[config.mk]
export PLATFORM = sky130hd
export DESIGN_NAME = sink_buf_top
export DESIGN_NICKNAME = d
export VERILOG_FILES = /design/src/rtl/sink_buf_pkg.sv /design/src/rtl/sram_port_if.sv /design/src/rtl/sink_buf_top.sv /design/src/rtl/eos_tracker.sv /design/src/rtl/read_arbiter.sv /design/src/rtl/chan_ptr_table.sv /design/src/rtl/line_sram.sv
export VERILOG_INCLUDE_DIRS = /design/src /design/src/include
export SDC_FILE = /design/constraint.sdc
export NUM_CORES = 2
export LEC_CHECK = 0
export ABC_AREA = 1
export BUFFER_PORTS_ARGS = -buffer_cell sky130_fd_sc_hd__buf_2
export CAP_MARGIN = 20
export CORE_MARGIN = 4
export CORE_UTILIZATION = 45
export CTS_CLUSTER_SIZE = 10
export DETAILED_ROUTE_END_ITERATION = 6
export PLACE_DENSITY = 0.71
export RECOVER_POWER = 50
export SLEW_MARGIN = 20
export SYNTH_ARGS = -nofsm -noshare
export SYNTH_HDL_FRONTEND = slang
export SYNTH_HIERARCHICAL = 1
export SYNTH_SLANG_ARGS = --single-unit
[constraint.sdc]
create_clock -name clk -period 6.5 [get_ports clk]
set_input_delay 0.65 -clock clk [delete_from_list [all_inputs] [get_ports clk]]
set_output_delay 0.65 -clock clk [all_outputs]
set_load 0.1 [all_outputs]
[src/include/sink_buf_cfg.svh]
// ====================
// Sizes and thresholds of the multi-channel sink buffer
// Included by the package, the RTL and the testbench
// ====================
`ifndef SINK_BUF_CFG_SVH
`define SINK_BUF_CFG_SVH

// Geometry
`define SB_CHANNELS 4           // Number of channels
`define SB_LINES 16             // Lines per channel region
`define SB_DATA_W 32            // Payload bits per line
`define SB_CHUNKS 4             // Chunk enable bits per line

// Flow control
`define SB_OVERFLOW_MARGIN 2    // Open lines kept free before writes are refused
`define SB_USED_THRESHOLD 4     // Used lines needed before a read without drain

// Completion queue
`define SB_EOS_FIFO_DEPTH 4     // Entries in the EOS completion FIFO

`endif
[src/rtl/sink_buf_pkg.sv]
// ====================
// Shared types of the sink buffer, referenced by scoped name
// ====================
`default_nettype none

`include "sink_buf_cfg.svh"

package sink_buf_pkg;

    // Channel number
    typedef logic [$clog2(`SB_CHANNELS)-1:0] chan_t;

    // Queue pointer, MSB is the wrap bit
    typedef logic [$clog2(`SB_LINES):0] ptr_t;

    // Used or open count, one extra bit so a full region fits
    typedef logic [$clog2(`SB_LINES):0] count_t;

    // SRAM address is {channel region, line offset}
    typedef logic [$clog2(`SB_CHANNELS*`SB_LINES)-1:0] addr_t;

    // Word held in the line SRAM, EOS is not stored
    typedef struct packed {
        logic [1:0]            line_type;  // Line type from the writer
        logic [`SB_CHUNKS-1:0] chunk_en;   // Valid chunks of the payload
        logic [`SB_DATA_W-1:0] data;       // Payload
    } line_t;

endpackage

`default_nettype wire

[src/rtl/sram_port_if.sv]
// ====================
// Write and read ports of the shared line SRAM
// ====================
`default_nettype none

interface sram_port_if;

    // Write port
    logic                  wr_en;
    sink_buf_pkg::addr_t   wr_addr;
    sink_buf_pkg::line_t   wr_line;

    // Read port, one cycle latency
    logic                  rd_en;
    sink_buf_pkg::addr_t   rd_addr;
    sink_buf_pkg::line_t   rd_line;  // Valid the cycle after rd_en

    // Pointer table side, write half
    modport writer (output wr_en, wr_addr, wr_line);

    // Pointer table side, read half
    modport reader (output rd_en, rd_addr, input rd_line);

    // Memory side
    modport mem (input wr_en, wr_addr, wr_line, rd_en, rd_addr, output rd_line);

endinterface

`default_nettype wire

[src/rtl/sink_buf_top.sv]
// ====================
// Multi-channel sink buffer top, line SRAM shared by all channel queues
// ====================
`default_nettype none

`include "sink_buf_cfg.svh"

module sink_buf_top (
    input  logic                     clk,
    input  logic                     rst_n,
    // Write
    input  logic                     wr_valid,
    output logic                     wr_ready,
    input  sink_buf_pkg::chan_t      wr_channel,
    input  logic [1:0]               wr_type,
    input  logic                     wr_eos,         // Completion only, not stored
    input  logic [`SB_CHUNKS-1:0]    wr_chunk_en,
    input  logic [`SB_DATA_W-1:0]    wr_data,
    // Read, one shared output tagged with its channel
    input  logic [`SB_CHANNELS-1:0]  rd_req,
    output logic                     rd_valid,
    output sink_buf_pkg::chan_t      rd_channel,
    output logic [1:0]               rd_type,
    output logic [`SB_CHUNKS-1:0]    rd_chunk_en,
    output logic [`SB_DATA_W-1:0]    rd_data,
    // EOS completion
    output logic                     eos_completion_valid,
    input  logic                     eos_completion_ready,
    output sink_buf_pkg::chan_t      eos_completion_channel,
    // Control and status
    input  logic                     drain_enable,
    output logic [`SB_CHANNELS-1:0]  channel_full,
    output logic [`SB_CHANNELS-1:0]  backpressure_warning,
    output logic [`SB_CHANNELS-1:0]  eos_pending
);

    logic                    wr_accept;
    logic [`SB_CHANNELS-1:0] eligible;
    logic [`SB_CHANNELS-1:0] grant;
    logic                    grant_valid;

    sram_port_if sram_bus ();

    // ====================
    // Storage and queues
    // ====================
    line_sram u_line_sram (
        .clk  (clk),
        .port (sram_bus.mem)
    );

    chan_ptr_table u_chan_ptr_table (
        .clk                  (clk),
        .rst_n                (rst_n),
        .wr_valid             (wr_valid),
        .wr_channel           (wr_channel),
        .wr_type              (wr_type),
        .wr_chunk_en          (wr_chunk_en),
        .wr_data              (wr_data),
        .wr_ready             (wr_ready),
        .wr_accept            (wr_accept),
        .drain_enable         (drain_enable),
        .grant_valid          (grant_valid),
        .grant                (grant),
        .eligible             (eligible),
        .rd_channel           (rd_channel),
        .rd_valid             (rd_valid),
        .channel_full         (channel_full),
        .backpressure_warning (backpressure_warning),
        .sram_wr              (sram_bus.writer),
        .sram_rd              (sram_bus.reader)
    );

    // ====================
    // Arbitration and EOS
    // ====================
    read_arbiter u_read_arbiter (
        .clk         (clk),
        .rst_n       (rst_n),
        .rd_req      (rd_req),
        .eligible    (eligible),
        .grant       (grant),
        .grant_valid (grant_valid)
    );

    eos_tracker u_eos_tracker (
        .clk                    (clk),
        .rst_n                  (rst_n),
        .wr_accept              (wr_accept),
        .wr_channel             (wr_channel),
        .wr_eos                 (wr_eos),
        .eos_completion_ready   (eos_completion_ready),
        .eos_completion_valid   (eos_completion_valid),
        .eos_completion_channel (eos_completion_channel),
        .eos_pending            (eos_pending)
    );

    // Read word fields, qualified by rd_valid
    assign rd_type     = sram_bus.rd_line.line_type;
    assign rd_chunk_en = sram_bus.rd_line.chunk_en;
    assign rd_data     = sram_bus.rd_line.data;

endmodule

`default_nettype wire

[src/rtl/eos_tracker.sv]
// ====================
// EOS pending bits per channel and the completion FIFO toward the scheduler
// ====================
`default_nettype none

`include "sink_buf_cfg.svh"

module eos_tracker (
    input  logic                     clk,
    input  logic                     rst_n,
    input  logic                     wr_accept,
    input  sink_buf_pkg::chan_t      wr_channel,
    input  logic                     wr_eos,
    input  logic                     eos_completion_ready,
    output logic                     eos_completion_valid,
    output sink_buf_pkg::chan_t      eos_completion_channel,
    output logic [`SB_CHANNELS-1:0]  eos_pending
);

    localparam int FB = $clog2(`SB_EOS_FIFO_DEPTH);

    sink_buf_pkg::chan_t     fifo_mem [`SB_EOS_FIFO_DEPTH];
    logic [FB:0]             fifo_wp;    // Extra bit tells full from empty
    logic [FB:0]             fifo_rp;
    logic                    fifo_full;
    logic                    enq;
    logic                    deq;
    sink_buf_pkg::chan_t     low_chan;   // Lowest pending channel
    logic [`SB_CHANNELS-1:0] set_mask;
    logic [`SB_CHANNELS-1:0] clr_mask;

    // ====================
    // Pending bits
    // ====================
    always_comb begin
        low_chan = '0;
        for (int i = `SB_CHANNELS - 1; i >= 0; i--) begin
            if (eos_pending[i]) low_chan = sink_buf_pkg::chan_t'(i);  // Lowest wins
        end
    end

    assign enq = (|eos_pending) && !fifo_full;  // Bits wait while FIFO is full
    assign deq = eos_completion_valid && eos_completion_ready;

    always_comb begin
        set_mask = '0;
        clr_mask = '0;
        if (wr_accept && wr_eos) set_mask[wr_channel] = 1'b1;
        if (enq)                 clr_mask[low_chan]   = 1'b1;
    end

    always_ff @(posedge clk) begin
        if (!rst_n) begin
            eos_pending <= '0;
            fifo_wp     <= '0;
            fifo_rp     <= '0;
        end else begin
            eos_pending <= (eos_pending & ~clr_mask) | set_mask;  // New EOS beats clear
            if (enq) fifo_wp <= fifo_wp + 1'b1;
            if (deq) fifo_rp <= fifo_rp + 1'b1;
        end
    end

    // ====================
    // Completion FIFO
    // ====================
    always_ff @(posedge clk) begin
        if (enq) fifo_mem[fifo_wp[FB-1:0]] <= low_chan;
    end

    assign fifo_full = (fifo_wp[FB] != fifo_rp[FB]) &&
                       (fifo_wp[FB-1:0] == fifo_rp[FB-1:0]);

    // Head entry holds under back-pressure
    assign eos_completion_valid   = fifo_wp != fifo_rp;
    assign eos_completion_channel = fifo_mem[fifo_rp[FB-1:0]];

endmodule

`default_nettype wire

[src/rtl/read_arbiter.sv]
// ====================
// Round-robin grant of the single SRAM read port
// ====================
`default_nettype none

`include "sink_buf_cfg.svh"

module read_arbiter (
    input  logic                     clk,
    input  logic                     rst_n,
    input  logic [`SB_CHANNELS-1:0]  rd_req,
    input  logic [`SB_CHANNELS-1:0]  eligible,
    output logic [`SB_CHANNELS-1:0]  grant,        // One-hot
    output logic                     grant_valid
);

    sink_buf_pkg::chan_t     prio;      // Channel checked first
    sink_buf_pkg::chan_t     gnt_idx;
    sink_buf_pkg::chan_t     idx;
    logic [`SB_CHANNELS-1:0] active;    // Requesting and eligible

    assign active = rd_req & eligible;

    // ====================
    // Search from prio upward, wrapping
    // ====================
    always_comb begin
        grant_valid = 1'b0;
        gnt_idx     = '0;
        idx         = '0;
        for (int k = 0; k < `SB_CHANNELS; k++) begin
            idx = prio + sink_buf_pkg::chan_t'(k);  // Wraps at channel count
            if (!grant_valid && active[idx]) begin
                grant_valid = 1'b1;
                gnt_idx     = idx;
            end
        end
    end

    always_comb begin
        grant = '0;
        if (grant_valid) grant[gnt_idx] = 1'b1;
    end

    // Priority moves just past the winner
    always_ff @(posedge clk) begin
        if (!rst_n) begin
            prio <= '0;
        end else if (grant_valid) begin
            prio <= gnt_idx + 1'b1;
        end
    end

endmodule

`default_nettype wire

[src/rtl/chan_ptr_table.sv]
// ====================
// Per-channel queue state: pointers, counts, write gating, read eligibility
// Drives both SRAM ports and tags the returning read word with its channel
// ====================
`default_nettype none

`include "sink_buf_cfg.svh"

module chan_ptr_table (
    input  logic                       clk,
    input  logic                       rst_n,
    // Write side
    input  logic                       wr_valid,
    input  sink_buf_pkg::chan_t        wr_channel,
    input  logic [1:0]                 wr_type,
    input  logic [`SB_CHUNKS-1:0]      wr_chunk_en,
    input  logic [`SB_DATA_W-1:0]      wr_data,
    output logic                       wr_ready,
    output logic                       wr_accept,     // Strobe toward EOS tracker
    // Read side
    input  logic                       drain_enable,
    input  logic                       grant_valid,
    input  logic [`SB_CHANNELS-1:0]    grant,         // One-hot from arbiter
    output logic [`SB_CHANNELS-1:0]    eligible,
    output sink_buf_pkg::chan_t        rd_channel,
    output logic                       rd_valid,
    // Status
    output logic [`SB_CHANNELS-1:0]    channel_full,
    output logic [`SB_CHANNELS-1:0]    backpressure_warning,
    // SRAM
    sram_port_if.writer                sram_wr,
    sram_port_if.reader                sram_rd
);

    localparam int LB = $clog2(`SB_LINES);  // Offset bits inside a region

    sink_buf_pkg::ptr_t   wr_ptr [`SB_CHANNELS];
    sink_buf_pkg::ptr_t   rd_ptr [`SB_CHANNELS];
    sink_buf_pkg::count_t used   [`SB_CHANNELS];
    sink_buf_pkg::count_t open   [`SB_CHANNELS];

    logic [`SB_CHANNELS-1:0] wr_hit;   // Accepted write per channel
    logic [`SB_CHANNELS-1:0] rd_hit;   // Granted read per channel
    sink_buf_pkg::chan_t     gnt_chan; // Granted channel, encoded
    sink_buf_pkg::line_t     line_in;

    // ====================
    // Write path
    // ====================
    // Only state and the addressed channel, never wr_valid
    assign wr_ready  = open[wr_channel] > sink_buf_pkg::count_t'(`SB_OVERFLOW_MARGIN);
    assign wr_accept = wr_valid && wr_ready;

    always_comb begin
        line_in.line_type = wr_type;
        line_in.chunk_en  = wr_chunk_en;
        line_in.data      = wr_data;
    end

    assign sram_wr.wr_en   = wr_accept;
    assign sram_wr.wr_addr = {wr_channel, wr_ptr[wr_channel][LB-1:0]};  // Region + offset
    assign sram_wr.wr_line = line_in;

    // ====================
    // Read path
    // ====================
    always_comb begin
        gnt_chan = '0;
        for (int i = 0; i < `SB_CHANNELS; i++) begin
            if (grant[i]) gnt_chan = sink_buf_pkg::chan_t'(i);
        end
    end

    assign sram_rd.rd_en   = grant_valid;
    assign sram_rd.rd_addr = {gnt_chan, rd_ptr[gnt_chan][LB-1:0]};

    assign rd_hit = grant_valid ? grant : '0;

    always_comb begin
        for (int i = 0; i < `SB_CHANNELS; i++) begin
            wr_hit[i]   = wr_accept && (wr_channel == sink_buf_pkg::chan_t'(i));
            // Threshold reached, or drain lets a partial queue out
            eligible[i] = (used[i] >= sink_buf_pkg::count_t'(`SB_USED_THRESHOLD)) ||
                          (drain_enable && (used[i] != '0));
            // Writes refused from here on
            channel_full[i] = open[i] <= sink_buf_pkg::count_t'(`SB_OVERFLOW_MARGIN);
            // Early warning at twice the margin
            backpressure_warning[i] =
                open[i] <= sink_buf_pkg::count_t'(2 * `SB_OVERFLOW_MARGIN);
        end
    end

    // ====================
    // Queue state
    // ====================
    always_ff @(posedge clk) begin
        if (!rst_n) begin
            for (int i = 0; i < `SB_CHANNELS; i++) begin
                wr_ptr[i] <= '0;
                rd_ptr[i] <= '0;
                used[i]   <= '0;
                open[i]   <= sink_buf_pkg::count_t'(`SB_LINES);  // Whole region free
            end
            rd_valid <= 1'b0;
        end else begin
            for (int i = 0; i < `SB_CHANNELS; i++) begin
                if (wr_hit[i]) wr_ptr[i] <= wr_ptr[i] + 1'b1;
                if (rd_hit[i]) rd_ptr[i] <= rd_ptr[i] + 1'b1;
                case ({wr_hit[i], rd_hit[i]})
                    2'b10: begin
                        used[i] <= used[i] + 1'b1;
                        open[i] <= open[i] - 1'b1;
                    end
                    2'b01: begin
                        used[i] <= used[i] - 1'b1;
                        open[i] <= open[i] + 1'b1;
                    end
                    default: ;  // Both or neither, counts unchanged
                endcase
            end
            rd_valid <= grant_valid;  // Marks the SRAM word returning next cycle
        end
    end

    // Channel tag travels alongside the SRAM read latency
    always_ff @(posedge clk) begin
        if (grant_valid) rd_channel <= gnt_chan;
    end

endmodule

`default_nettype wire

[src/rtl/line_sram.sv]
// ====================
// Line SRAM, one write and one read port, every channel region in one array
// ====================
`default_nettype none

`include "sink_buf_cfg.svh"

module line_sram (
    input  logic      clk,
    sram_port_if.mem  port
);

    localparam int DEPTH = `SB_CHANNELS * `SB_LINES;

    // ====================
    // Storage
    // ====================
    sink_buf_pkg::line_t mem [DEPTH];  // No reset, contents are payload

    // Write port
    always_ff @(posedge clk) begin
        if (port.wr_en) begin
            mem[port.wr_addr] <= port.wr_line;
        end
    end

    // Read port, word registered so it appears after the issuing edge
    always_ff @(posedge clk) begin
        if (port.rd_en) begin
            port.rd_line <= mem[port.rd_addr];  // Holds last word when idle
        end
    end

endmodule

`default_nettype wire

# Yosys cells after proc, flatten, opt, wreduce, memory -nomap -nowiden

Memory sizes are Yosys's and may differ from the RTL's. A register that Yosys moved wholly into a read port is not among the register bits.
Cells that the tools add are included.

Bitwise operators: 28
Magnitude comparators: 23
$add $sub $neg: 30
Eq/ne operators: 14
Reduce and logical (&&, ||, !) cells: 33
Muxes and demuxes: 112

Operator list:

| cell                                                       | number |
|---|---|
| 2-to-1 mux 5 bit                                           | 24 |
| adder 5 x 1 -> 5 bit, second input constant                | 16 |
| 2-to-1 mux 1 bit                                           | 65 |
| subtractor 5 x 1 -> 5 bit, second input constant           | 8 |
| 2-to-1 mux 2 bit                                           | 12 |
| bitwise OR 1 bit                                           | 24 |
| less-than comparator 2 x 3 -> 1 bit, second input constant | 7 |
| >= comparator 5 x 3 -> 1 bit, second input constant        | 4 |
| <= comparator 5 x 2 -> 1 bit, second input constant        | 4 |
| <= comparator 5 x 3 -> 1 bit, second input constant        | 4 |
| nonzero test 5 bit                                         | 4 |
| logical AND 1 bit                                          | 19 |
| 2-to-1 mux 4 bit                                           | 4 |
| == test 2 bit, second input constant                       | 6 |
| == test 2 x 1 -> 1 bit, second input constant              | 5 |
| bitwise AND 4 bit                                          | 2 |
| binary-select mux 1 bit (select 2 bit)                     | 4 |
| adder 3 x 1 -> 3 bit, second input constant                | 2 |
| demux 1 bit (select 2 bit)                                 | 3 |
| >= comparator 2 x 1 -> 1 bit, second input constant        | 3 |
| > comparator 5 x 2 -> 1 bit, second input constant         | 1 |
| adder 2 x 1 -> 2 bit, second input constant                | 2 |
| adder 2 bit, second input constant                         | 2 |
| logical NOT 1 bit                                          | 4 |
| other kinds (8)                                            | 11 |

Memories: 6
Flip-flop bits (word level): 15
Memory bits (writable): 2520
Word-level logic and storage cells: 252
Output and inout bits: 57
Input bits: 50

Memories:

| memory                  | depth | bits a word | rd ports | clocked after Yosys merged registers in | wr ports | line                 | source |
|---|---|---|---|---|---|---|---|
| u_line_sram.mem         | 64    | 38          | 1        | 1                                       | 1        | line_sram.sv:18      | `sink_buf_pkg::line_t mem [DEPTH];` |
| u_chan_ptr_table.open   | 4     | 5           | 5        | 0                                       | 4        | chan_ptr_table.sv:40 | `` sink_buf_pkg::count_t open [`SB_CHANNELS]; `` |
| u_chan_ptr_table.rd_ptr | 4     | 5           | 5        | 0                                       | 4        | chan_ptr_table.sv:38 | `` sink_buf_pkg::ptr_t rd_ptr [`SB_CHANNELS]; `` |
| u_chan_ptr_table.used   | 4     | 5           | 4        | 0                                       | 4        | chan_ptr_table.sv:39 | `` sink_buf_pkg::count_t used [`SB_CHANNELS]; `` |
| u_chan_ptr_table.wr_ptr | 4     | 5           | 5        | 0                                       | 4        | chan_ptr_table.sv:37 | `` sink_buf_pkg::ptr_t wr_ptr [`SB_CHANNELS]; `` |
| u_eos_tracker.fifo_mem  | 4     | 2           | 1        | 1                                       | 1        | eos_tracker.sv:22    | `` sink_buf_pkg::chan_t fifo_mem [`SB_EOS_FIFO_DEPTH]; `` |

# Depth between registers and ports, before layout

An unclocked memory read counts as a cell.

Word-level depth: 29
Gate-level depth with buffers: 31
Depth with buffers taken out: 28

# Cells and area by module

Netlist, hierarchy kept.

By module, submodules not included:

| module         | area an instance (um2) | seq. area each (um2) | times used | cells an instance |
|---|---|---|---|---|
| line_sram      | 98266.7                | 74171.1              | 1          | 8027 |
| chan_ptr_table | 5356.4                 | 2242.2               | 1          | 562 |
| eos_tracker    | 1006.0                 | 480.5                | 1          | 123 |
| read_arbiter   | 396.6                  | 40.0                 | 1          | 69 |

# Worst setup path before layout

No wires, ideal clock.

Kind: input-to-reg
From: in wr_channel[0]
To: mem u_line_sram/mem[48][0] (netlist bit), enable pin
Setup slack: -3 ps
Arrival: 5974 ps
Stages: 12
Buffers on the path: 2
Library setup time: 529 ps
Data required time: 5971 ps
Cells stage by stage: buf_4 > inv_2 > nor2_4 > nand2_1 > nand2_1 > nor2_2 > nand2_4 > nand2_1 > inv_1 > clkbuf_1 > nand4_1 > nor4_1

Cells in the longest elaborated chain, start to end: 5
Elaborated cells between the ends (all ways): 6
Those cells by class: order compare (1); mux (2); reduce/logical (1); memory (2)

RTL lines:

| item                                   | line                 | source |
|---|---|---|
| from (decl)                            | sink_buf_top.sv:14   | `input sink_buf_pkg::chan_t wr_channel,` |
| memory read (4 x 5 bit)                | n/a                  |  |
| > comparator 5 x 2 -> 1 bit            | chan_ptr_table.sv:51 | `` assign wr_ready = open[wr_channel] > sink_buf_pkg::count_t'(`SB_OVERFLOW_MARGIN); `` |
| named net wr_ready                     | sink_buf_top.sv:13   | `output logic wr_ready,` |
| logical AND 1 bit                      | chan_ptr_table.sv:52 | `assign wr_accept = wr_valid && wr_ready;` |
| named net sram_bus.wr_en               | sram_port_if.sv:9    | `logic wr_en;` |
| 2-to-1 mux 1 bit                       | line_sram.sv:22      | `if (port.wr_en) begin` |
| 2-to-1 mux 1 bit (implied by the code) | line_sram.sv:23      | `mem[port.wr_addr] <= port.wr_line;` |
| to (decl)                              | line_sram.sv:18      |  |

The timed path passes the listed nets, and every way through them passes these cells.

==> results.toml <==
[synth]
mappedNetlistArea_sq_um = 105000
synth_flop_cell = "edfxtp_1"
synth_nets = 8876
ys_ff_latch = 2567
ys_async_sr_fraction_pct = 0
ys.warnings.count = 6
synth-seq-area-share_pct = 73.3
synth_edf_count = 2552
postSynthCellCount = 8781
avgSynthCellArea_sq_um = 12.0
synth.distinct_cells = 46

[place]
place.gp.congestion = 0.847
port_buffers = 106
hpwl_mm = 161

[timing]
hold_viol = 0
rsz0062_at_grt = "no"
finalMaxSlewViolations = 2478
setup_tns_ns = 0
fmax_ghz = 0.172
setup_viol = 0
worstMarginPinSlew_ns = 3.49
period_needed_ns = 5.83
timing.final.crit_share_pct = 89.7
skew_ns = 0.0367
slew_headroom_pct = -133

[setup_path]
r2r_end = "u_line_sram/port.rd_line[16]"
worstSetupPathType = "reg2reg"
reg2reg_depth = 26
critPathArrivalTime_ns = 6.59
r2r-start = "u_chan_ptr_table/used[3][0]"
path_max_fanout = 98
worstSetupStartpointType = "register"
critPathCapture = "u_line_sram/port.rd_line[16]"
end_kind = "register"
r2r_slack_ns = 0.67
startpoint = "u_chan_ptr_table/used[3][0]"
critPathRequiredTime_ns = 7.26

[clock_tree]
worst_skew_pair.late_latency_ns = 0.93
cts_tree = "done"
cts_made_buffers = 308
clkSlewWorstSetupHoldPaths_ns = 0.06
cts_sinks = 2567
cts_setup_buffers = 0
cts-htree-levels = 5
hold_buffers = 0
cts_root_buffer = "clkbuf_16"
cts_buffer_depth = 4
post_cts_resized = 0

[route]
drc = 0
routed_via_density = 5.93
drt_wl_total_mm = 299
drt-initial-drc-count = 9536
wl_per_cell_um = 25.0
via_count = 70900
dr.pass1.iters = 6
ant_nets = 0

[floorplan]
std_cell_rows = 177
core-area_sq_um = 232000
pin_count = 107
start_util_pct = 45.2
die_w_um = 491
die_y_um = 491
die-area_sq_um = 241000

[status]
status = "finished, violations left"
violations = "capacitance limit, slew limit"

[global_route]
grt.overflow.total = 0
grt_use_total_pct = 24.1
grt_pass1_wl_mm = 439
antenna_found_initial = 27
grt_pass1_vias = 68100
grt_max_degree = 133

[final_layout]
area_growth_pct = 12.0
drive_gt1_share_pct = 8.33
fin_nets = 8966
fillers = 19100
layout_commonest_cell = "nand2_1"
final_cell_mix = "nand2_1, edfxtp_1, nand3_1, clkbuf_16, buf_4"

[job]
drv_cap = 45

[hold_path]
hp-class = "in2reg"
==> synth_stat cells, drive strengths merged, types with 15 or more instances <==
cell type  count  share of area, %
a21oi         26              0.13
buf          379               1.9
clkbuf       206              0.74
dfxtp         15              0.29
edfxtp      2552                73
ha            39              0.46
inv          108              0.41
nand2       2836                10
nand3       2311                11
nand4         25              0.17
nor2         163              0.68
o21ai         26              0.16
xnor2         15              0.13
xor2          32              0.27
==> flip-flops by register name (all words and copies together) (netlist names), 4 cells and up, named ones only <==
register                   flops
u_eos_tracker/fifo_mem         8
u_chan_ptr_table/wr_ptr       16
u_line_sram/port.rd_line      38
u_chan_ptr_table/used         20
u_line_sram/mem             2432
u_chan_ptr_table/rd_ptr       16
u_eos_tracker/eos_pending      4
u_chan_ptr_table/open         20
==> layout make-up <==
class | count | area [sq um] | area share [%]
inverter | 109 | 470 | 0.400
multi-input combinational | 5520 | 25300 | 21.5
tap | 3043 | 3810 | 3.24
clock buffer | 330 | 7920 | 6.73
timing repair buffer | 365 | 3120 | 2.65
antenna | 18 | 45.0 | 0.0383
clock inverter | 9 | 96.3 | 0.0819
sequential | 2567 | 76900 | 65.4
==> worst min path at each step <==
stage	endpoint	depth (start not counted)	startpoint	slack, ns
2_1_floorplan	u_eos_tracker/fifo_wp[2]	2	u_eos_tracker/fifo_wp[2]	0.49
3_3_place_gp	u_eos_tracker/eos_pending[1]	2	u_eos_tracker/eos_pending[1]	0.47
3_5_place_dp	u_eos_tracker/eos_pending[1]	2	u_eos_tracker/eos_pending[1]	0.47
4_1_cts	u_eos_tracker/fifo_rp[2]	3	eos_completion_ready	0.02
5_1_grt	u_eos_tracker/fifo_rp[2]	3	eos_completion_ready	0.04
6_report	u_eos_tracker/fifo_rp[2]	3	eos_completion_ready	0.08
==> metrics by stage <==
stage               cell area [sq um]  utilization, %  setup slack [ns]  instances  hold WS (ns)
CTS                            118000            50.8             0.823      11900        0.0182
floorplan                      105000               -          -0.00348       8781         0.488
finish                         118000            50.7             0.671      12000        0.0794
global placement               110000            47.3             0.821      11600         0.466
global route                   118000            50.6             0.271      12000        0.0380
detailed placement             110000            47.3             0.706      11600         0.470
==> worst max-delay path, stage by stage (launching register included) <==
cell and delay, ns:
edfxtp_1 0.45, inv_1 0.11, ha_1 0.20, o211ai_1 0.22, nand3_1 0.17, nand2_1 0.17
nand2_1 0.06, nand2_1 0.13, nand2_4 0.07, nand3_1 0.10, nand3_2 0.12, nand2_1 0.11
inv_1 0.07, nor2_1 0.77, nor3_1 0.19, a211oi_4 0.43, buf_4 0.27, buf_12 0.21
buf_12 0.38, nand2_1 0.11, nand3_1 0.11, nand3_1 0.14, nand3_1 0.14, nand3_1 0.23
nand2_1 0.20, nand2_1 0.24, nand2_1 0.16
==> kinds of logic (layout without fill, tap and decap cells) <==
kind of cell,Yosys count,in the layout,synth area share [%]
fa+ha+maj,45,45,0.579
other cells,0,18,0
flops,2567,2567,73.3
mux,1,1,0.00953
simple gates,5354,5354,22.3
xor+xnor,47,47,0.399
buf+inv,694,813,3.04
compound gates,73,73,0.429
==> per-layer routing <==
layer | GRT usage (%) | vias up | routed length, um
met5 | 0 | - | 39
met4 | 11.7 | 6 | 15500
met3 | 4.69 | 754 | 34100
met2 | 38.9 | 4460 | 140000
met1 | 31.4 | 34600 | 109000
li1 | - | 31100 | -
Power is not shown: default switching activity piles up to over one toggle a cycle in this logic, so the estimate is an artifact.
